[src/design/softmax_pkg.sv]
`default_nettype none

package softmax_pkg;

  // elements per memory word and their width
  localparam int NUM_LANES = 4;
  localparam int ELEM_W = 16;

  // external memory address width
  localparam int ADDR_W = 8;

  // weights are unsigned Q1.15
  localparam int WEIGHT_W = 16;

  // a difference at or above this shifts the weight down to zero
  localparam int SHIFT_LIMIT = 16;

  // 256 words x 4 lanes x 1.0 fits without overflow
  localparam int SUM_W = 26;

  typedef logic signed [ELEM_W-1:0] elem_t;
  typedef logic [ADDR_W-1:0] addr_t;
  typedef logic [WEIGHT_W-1:0] weight_t;
  typedef logic [SUM_W-1:0] sum_t;

  // 1.0 in Q1.15, the weight of the maximum element
  localparam weight_t WEIGHT_ONE = weight_t'(32768);

  // one memory word, lane 0 in the low bits
  typedef struct packed {
    elem_t [NUM_LANES-1:0] lane;
  } elem_vec_t;

  // the weights of one vector, same lane order as the word
  typedef struct packed {
    weight_t [NUM_LANES-1:0] lane;
  } weight_vec_t;

endpackage

`default_nettype wire

[src/design/pass_sequencer.sv]
`default_nettype none

module pass_sequencer (
  input  logic                   clk,
  input  logic                   reset,
  input  logic                   start,
  input  softmax_pkg::addr_t     start_addr,
  input  softmax_pkg::addr_t     end_addr,
  input  softmax_pkg::elem_vec_t rd_data,
  output softmax_pkg::addr_t     rd_addr,
  output softmax_pkg::elem_vec_t word,
  output logic                   max_clear,
  output logic                   max_valid,
  output logic                   lane_valid,
  output logic                   last,
  output logic                   busy
);
  import softmax_pkg::*;

  typedef enum logic [2:0] {S_IDLE, S_PASS1, S_GAP, S_PASS2, S_DRAIN} state_t;

  state_t state;
  addr_t start_lat;
  addr_t end_lat;
  addr_t last_addr;
  logic rd_live;
  logic at_last;
  logic [1:0] wait_count;

  // end address is exclusive
  assign last_addr = end_lat - addr_t'(1);
  assign at_last = rd_live && (rd_addr == last_addr);

  always_ff @(posedge clk) begin
    if (reset) begin
      state <= S_IDLE;
      rd_addr <= '0;
      rd_live <= 1'b0;
      wait_count <= '0;
      busy <= 1'b0;
      max_clear <= 1'b0;
      max_valid <= 1'b0;
      lane_valid <= 1'b0;
      last <= 1'b0;
    end else begin
      max_clear <= 1'b0;
      // strobes follow the word register, one cycle behind rd_addr
      max_valid <= rd_live && (state == S_PASS1);
      lane_valid <= rd_live && (state == S_PASS2);
      last <= at_last && (state == S_PASS2);
      case (state)
        S_IDLE: begin
          if (start) begin
            busy <= 1'b1;
            max_clear <= 1'b1;
            state <= S_PASS1;
          end
        end
        S_PASS1: begin
          if (!rd_live) begin
            rd_addr <= start_lat;
            rd_live <= 1'b1;
          end else if (at_last) begin
            rd_live <= 1'b0;
            wait_count <= '0;
            state <= S_GAP;
          end else begin
            rd_addr <= rd_addr + addr_t'(1);
          end
        end
        // two idle cycles while the last pass-1 word settles the maximum
        S_GAP: begin
          if (wait_count == 2'd1) begin
            rd_addr <= start_lat;
            rd_live <= 1'b1;
            state <= S_PASS2;
          end else begin
            wait_count <= wait_count + 2'd1;
          end
        end
        S_PASS2: begin
          if (at_last) begin
            rd_live <= 1'b0;
            wait_count <= '0;
            state <= S_DRAIN;
          end else begin
            rd_addr <= rd_addr + addr_t'(1);
          end
        end
        // lane, pair, accumulate and done stages still in flight
        S_DRAIN: begin
          if (wait_count == 2'd3) begin
            busy <= 1'b0;
            state <= S_IDLE;
          end else begin
            wait_count <= wait_count + 2'd1;
          end
        end
        default: state <= S_IDLE;
      endcase
    end
  end

  always_ff @(posedge clk) begin
    if ((state == S_IDLE) && start) begin
      start_lat <= start_addr;
      end_lat <= end_addr;
    end
    if (rd_live) begin
      word <= rd_data;
    end
  end

  a_start_idle: assert property (@(posedge clk) disable iff (reset) busy |-> !start);
  a_range: assert property (@(posedge clk) disable iff (reset)
    (start && !busy) |-> (end_addr > start_addr));

endmodule

`default_nettype wire

[src/design/max_tree.sv]
`default_nettype none

module max_tree (
  input  logic                   clk,
  input  logic                   reset,
  input  logic                   max_clear,
  input  logic                   max_valid,
  input  softmax_pkg::elem_vec_t word,
  output softmax_pkg::elem_t     max_value
);
  import softmax_pkg::*;

  elem_t win_lo;
  elem_t win_hi;
  elem_t win_word;
  elem_t win_all;

  // first level, lanes 0/1 and 2/3
  assign win_lo = ($signed(word.lane[0]) > $signed(word.lane[1])) ?
                  word.lane[0] : word.lane[1];
  assign win_hi = ($signed(word.lane[2]) > $signed(word.lane[3])) ?
                  word.lane[2] : word.lane[3];

  // second level picks the word maximum
  assign win_word = ($signed(win_lo) > $signed(win_hi)) ? win_lo : win_hi;

  // against the maximum seen so far in pass 1
  assign win_all = ($signed(win_word) > $signed(max_value)) ? win_word : max_value;

  always_ff @(posedge clk) begin
    if (reset) begin
      max_value <= {1'b1, {(ELEM_W - 1){1'b0}}};
    end else if (max_clear) begin
      // most negative value so any element wins
      max_value <= {1'b1, {(ELEM_W - 1){1'b0}}};
    end else if (max_valid) begin
      max_value <= win_all;
    end
  end

  // the running maximum never drops and covers every lane just folded in
  a_max_monotonic: assert property (@(posedge clk) disable iff (reset)
    (max_valid && !max_clear) |=>
      ($signed(max_value) >= $signed($past(max_value))) &&
      ($signed(max_value) >= $signed($past(word.lane[0]))) &&
      ($signed(max_value) >= $signed($past(word.lane[1]))) &&
      ($signed(max_value) >= $signed($past(word.lane[2]))) &&
      ($signed(max_value) >= $signed($past(word.lane[3]))));

endmodule

`default_nettype wire

[src/design/exp_lane.sv]
`default_nettype none

module exp_lane (
  input  logic                 clk,
  input  logic                 reset,
  input  logic                 lane_valid,
  input  softmax_pkg::elem_t   elem,
  input  softmax_pkg::elem_t   max_value,
  output softmax_pkg::weight_t weight,
  output logic                 weight_valid
);
  import softmax_pkg::*;

  // max minus element, one extra bit so the full signed spread fits
  logic [ELEM_W:0] diff;

  assign diff = {max_value[ELEM_W-1], max_value} - {elem[ELEM_W-1], elem};

  always_ff @(posedge clk) begin
    if (reset) begin
      weight_valid <= 1'b0;
    end else begin
      weight_valid <= lane_valid;
    end
  end

  // 2^-diff in Q1.15, underflows to zero past the last fraction bit
  always_ff @(posedge clk) begin
    if (lane_valid) begin
      if (diff >= (ELEM_W + 1)'(SHIFT_LIMIT)) begin
        weight <= '0;
      end else begin
        weight <= WEIGHT_ONE >> diff[$clog2(SHIFT_LIMIT)-1:0];
      end
    end
  end

  // pass 2 elements never exceed the maximum found in pass 1
  a_weight_range: assert property (@(posedge clk) disable iff (reset)
    lane_valid |-> ($signed(elem) <= $signed(max_value)));

endmodule

`default_nettype wire

[src/design/sum_tree.sv]
`default_nettype none

module sum_tree (
  input  logic                     clk,
  input  logic                     reset,
  input  logic                     in_valid,
  input  logic                     last,
  input  softmax_pkg::weight_vec_t weights,
  output softmax_pkg::sum_t        sum_out,
  output logic                     done
);
  import softmax_pkg::*;

  logic [WEIGHT_W:0] pair_lo;
  logic [WEIGHT_W:0] pair_hi;
  logic pair_valid;
  logic pair_last;
  logic last_d;
  logic acc_last;
  logic fresh;
  sum_t vec_sum;

  assign vec_sum = sum_t'(pair_lo) + sum_t'(pair_hi);

  // pair stage
  always_ff @(posedge clk) begin
    if (in_valid) begin
      pair_lo <= {1'b0, weights.lane[0]} + {1'b0, weights.lane[1]};
      pair_hi <= {1'b0, weights.lane[2]} + {1'b0, weights.lane[3]};
    end
  end

  always_ff @(posedge clk) begin
    if (reset) begin
      last_d <= 1'b0;
      pair_valid <= 1'b0;
      pair_last <= 1'b0;
      acc_last <= 1'b0;
      done <= 1'b0;
      fresh <= 1'b1;
      sum_out <= '0;
    end else begin
      // last comes with the word, one cycle ahead of the lane weights
      last_d <= last;
      pair_valid <= in_valid;
      pair_last <= in_valid && last_d;
      acc_last <= pair_valid && pair_last;
      done <= acc_last;
      if (pair_valid) begin
        sum_out <= (fresh ? '0 : sum_out) + vec_sum;
        fresh <= 1'b0;
      end
      // total holds after done until the next run's first vector
      if (done) begin
        fresh <= 1'b1;
      end
    end
  end

  a_no_wrap: assert property (@(posedge clk) disable iff (reset)
    (pair_valid && !fresh) |=> (sum_out >= $past(sum_out)));

endmodule

`default_nettype wire

[src/design/softmax_exp2.sv]
`default_nettype none

module softmax_exp2 (
  input  logic                     clk,
  input  logic                     reset,
  input  logic                     start,
  input  softmax_pkg::addr_t       start_addr,
  input  softmax_pkg::addr_t       end_addr,
  input  softmax_pkg::elem_vec_t   rd_data,
  output softmax_pkg::addr_t       rd_addr,
  output wire softmax_pkg::weight_vec_t weight_out,
  output logic                     weight_valid,
  output softmax_pkg::sum_t        sum_out,
  output logic                     done,
  output logic                     busy
);
  import softmax_pkg::*;

  elem_vec_t word;
  elem_t max_value;
  logic max_clear;
  logic max_valid;
  logic lane_valid;
  logic last;
  wire [NUM_LANES-1:0] lane_valid_q;

  pass_sequencer u_seq (
    .clk        (clk),
    .reset      (reset),
    .start      (start),
    .start_addr (start_addr),
    .end_addr   (end_addr),
    .rd_data    (rd_data),
    .rd_addr    (rd_addr),
    .word       (word),
    .max_clear  (max_clear),
    .max_valid  (max_valid),
    .lane_valid (lane_valid),
    .last       (last),
    .busy       (busy)
  );

  max_tree u_max (
    .clk       (clk),
    .reset     (reset),
    .max_clear (max_clear),
    .max_valid (max_valid),
    .word      (word),
    .max_value (max_value)
  );

  // one lane per element, all share the maximum
  for (genvar i = 0; i < NUM_LANES; i++) begin : g_lane
    exp_lane u_lane (
      .clk          (clk),
      .reset        (reset),
      .lane_valid   (lane_valid),
      .elem         (word.lane[i]),
      .max_value    (max_value),
      .weight       (weight_out.lane[i]),
      .weight_valid (lane_valid_q[i])
    );
  end

  assign weight_valid = lane_valid_q[0];

  // the sum takes a vector once every lane has its weight
  sum_tree u_sum (
    .clk      (clk),
    .reset    (reset),
    .in_valid (&lane_valid_q),
    .last     (last),
    .weights  (weight_out),
    .sum_out  (sum_out),
    .done     (done)
  );

endmodule

`default_nettype wire

[config.mk]
export PLATFORM = sky130hd
export DESIGN_NAME = softmax_exp2
export DESIGN_NICKNAME = d
export VERILOG_FILES = /design/src/design/softmax_pkg.sv /design/src/design/pass_sequencer.sv /design/src/design/max_tree.sv /design/src/design/exp_lane.sv /design/src/design/sum_tree.sv /design/src/design/softmax_exp2.sv
export SDC_FILE = /design/constraint.sdc
export NUM_CORES = 1
export LEC_CHECK = 0
export BUFFER_PORTS_ARGS = -buffer_cell sky130_fd_sc_hd__buf_2
export CAP_MARGIN = 20
export CORE_MARGIN = 5
export CORE_UTILIZATION = 43
export DETAILED_ROUTE_END_ITERATION = 7
export GPL_TIMING_DRIVEN = 0
export PLACE_DENSITY = 0.61
export RECOVER_POWER = 25
export SYNTH_ARGS = -nofsm -noshare
export SYNTH_HDL_FRONTEND = slang
export SYNTH_SLANG_ARGS = --single-unit
[constraint.sdc]
create_clock -name clk -period 21.5 [get_ports clk]
set_clock_uncertainty 0.15 [all_clocks]
set_input_delay 2.15 -clock clk [delete_from_list [all_inputs] [get_ports clk]]
set_output_delay 2.15 -clock clk [all_outputs]
set_load 0.05 [all_outputs]
==> impl_metrics.py <==
metrics = {
    "clock_tree": {
        "clockRootBuffer": "clkbuf_16",
        "cts.clk_slew.worst_paths_ns": 0.06,
        "postCtsHoldBufs": 0,
        "post_cts_resized": 0,
        "cts_sinks": 246,
        "htreeDepth": 1,
        "clk_latency_ns": 0.60,
        "cts_tree": "done",
        "cts_buffers": 30,
        "clockBufferDepth": 3,
        "cts_setup_buffers": 0,
    },
    "route": {
        "vias": 14300,
        "ant_nets": 0,
        "topRoutingLayerUsed": "met4",
        "wl_met3_um": 2190,
        "vias_per_cell": 5.53,
        "drcViolationCount": 0,
        "drt-initial-drc-count": 1058,
        "wl_met2_um": 22600,
        "drt-total-wl_um": 47500,
        "drt-met1-wl_um": 21000,
        "dr.pass1.iters": 5,
        "wl_per_cell_um": 18.4,
    },
    "critical_path": {
        "r2r_cells": 30,
        "cp-start-kind": "register",
        "cp-end-kind": "register",
        "cpMostUsedCell": "buf_2",
        "critical-path-top-delay-family": "compound AO/OA/AOI/OAI gates",
        "path_max_fanout": 10,
        "slowest_delay_ns": 0.52,
        "path_class": "reg -> reg",
        "critPathArrivalTime_ns": 8.48,
        "required_ns": 21.81,
        "slowest_stage": "nor3b_2",
        "crit_buf_inv": 5,
        "path_depth": 30,
    },
    "global_route": {
        "grt_usage_pct": 20.7,
        "grt_max_degree": 67,
        "grt_overflow": 0,
        "grt_pass1_vias": 13900,
        "grt_antenna_before_repair": 0,
        "grt_pass1_wl_um": 74700,
    },
    "power_and_ir_drop": {
        "max-vdd-ir-drop_v": 0.0000639,
        "p_leak_nw": 8.47,
        "power_density_mw_per_mm2": 64.2,
    },
    "final_layout": {
        "syn_to_final_growth_pct": 15.3,
        "antenna_cells": 0,
        "drive_gt1_share_pct": 14.7,
        "num-nets-final": 2313,
    },
    "synth": {
        "syn_nets": 2095,
        "ys_seq_area_share_pct": 38.3,
        "yosys.area.top_type_share_pct": 30.5,
        "syn_inst": 1805,
        "ys_async_sr_fraction_pct": 0,
        "ys_ff_latch": 246,
        "yosysMostFrequentCell": "ha_1",
        "yosys-top-cells-count": "ha_1 (199), nor2_1 (194), edfxtp_1 (178)",
        "synth_flop_cell": "edfxtp_1",
        "synth_largest_area_cell": "edfxtp_1",
        "synth_area_leaders": "edfxtp_1 (31%), ha_1 (14%), dfxtp_1 (7.8%), nor2_1 (4.2%), xnor2_1 (3.4%)",
        "yosysUniqueCellTypes": 88,
        "syn_area_per_cell_um2": 9.71,
        "syn-cell-area_mm2": 0.0175,
        "yosysWarnings": 0,
        "synth_edf_count": 178,
    },
    "sta": {
        "timing.fmax_ghz": 0.122,
        "report.final.slew_viol_count": 111,
        "worstMarginPinSlew_ns": 2.91,
        "max-slew-margin-rel_pct": -93.9,
        "final_hold_viol_count": 0,
        "rsz0062_at_grt": "false",
        "period_needed_ns": 8.17,
        "final.setup.tns_ns": 0,
        "layout_worst_path_cycle_share_pct": 38.0,
        "fin_ws_ns": 13.33,
        "setup-violations-final": 0,
    },
    "run": {
        "cap_violations": 2,
    },
    "worst_hold_path": {
        "min_path_type": "reg -> reg",
        "whs_path_depth": 1,
    },
    "die": {
        "row_count": 74,
        "num_io_pins": 184,
        "die_h_um": 212,
        "die-area_mm2": 0.0449,
        "die_x_um": 212,
        "start_util_pct": 43.2,
        "core_mm2": 0.0406,
    },
    "placed_design": {
        "dp_slack_ns": 13.42,
        "hpwl_um": 38600,
        "place.gp.congestion": 0.913,
        "io_buffer_count": 183,
    },
    "outcome": {
        "status": "finished, violations left",
        "violations": "capacitance limit, slew limit",
    },
}
## area by class of cell
cell class / count / area [µm²]
clock buffer: 36 / 793
multi-input combinational: 1373 / 10100
buffer: 33 / 141
sequential: 246 / 6710
tap: 532 / 666
fill: 3792 / 20300
inverter: 153 / 574
timing repair buffer: 186 / 935
clock inverter: 20 / 295
## registers in the layout, summed over array words and instances (netlist names)
name	cells
u_max.max_value	16
u_sum.fresh	1
u_seq.rd_live	1
u_seq.last	1
u_sum.pair_lo	17
u_sum.pair_hi	17
u_sum.done	1
u_sum.pair_valid	1
u_sum.pair_last	1
u_seq.state	3
g_lane.u_lane.weight	64
u_seq.max_clear	1
u_sum.sum_out	26
u_seq.rd_addr	8
u_seq.wait_count	2
u_seq.busy	1
u_sum.acc_last	1
g_lane.u_lane.weight_valid	1
u_seq.max_valid	1
u_seq.start_lat	8
u_seq.word	64
u_sum.last_d	1
u_seq.end_lat	8
u_seq.lane_valid	1
## cells in the final DEF (no fill, tap or decap), types with 27 or more instances in the layout
cell and instances:
dfxtp_1 68, a21oi_1 107, a21o_1 31, xor2_1 27, clkbuf_16 30, nor2b_1 56
o21a_1 38, inv_1 153, ha_1 199, edfxtp_1 178, buf_2 191, xnor2_1 68
nand3_1 47, mux2i_1 41, nor2_1 194, o21ai_0 85, nor3_1 52, nand2_1 74
nand2b_1 32, clkbuf_1 28
## stage by stage
step	instance area, µm²	util [%]	std cells	total power [mW]	hold slack, ns
after floorplan	17500	-	1805	0.698	0.256
after global placement	19100	47.1	2520	0.751	0.263
after detailed placement	19200	47.3	2523	0.756	0.264
after CTS	20300	50.0	2579	1.31	0.278
after global routing	20200	49.8	2579	1.36	0.288
final	20200	49.8	2579	1.30	0.274
## logic make-up (layout without fill, tap and decap cells)
kind of cell / Yosys count / count (layout) / synth area share (%)
AOI/OAI and AO/OA: 447 / 447 / 17.4
xor gates and xnor gates: 95 / 95 / 4.75
adders and majority gates: 207 / 207 / 15.1
buffers and inverters: 186 / 428 / 4.08
DFF: 246 / 246 / 38.3
muxes: 66 / 66 / 4.31
and+or+nand+nor: 558 / 558 / 16.1
## power by group
group | total [mW] | switching [mW] | internal, mW
clock | 0.548 | 0.211 | 0.337
combinational | 0.210 | 0.122 | 0.0882
sequential | 0.539 | 0.0181 | 0.520
## per-layer routing
| metal | up-vias | GRT usage [%] |
|---|---|---|
| li1 | 7105 | - |
| met1 | 6732 | 27.3 |
| met2 | 342 | 35.4 |
| met3 | 80 | 2.83 |
| met4 | 0 | 6.60 |
| met5 | - | 0 |
## worst paths after layout
check	start	end	slack, ns
max reg2reg	u_seq.word[15]	u_max.max_value[15]	13.33
max	u_seq.word[15]	u_max.max_value[15]	13.33
min reg2reg	u_sum.last_d	u_sum.pair_last	0.27
min	u_sum.last_d	u_sum.pair_last	0.27
Power figures use the tool's default switching activity.
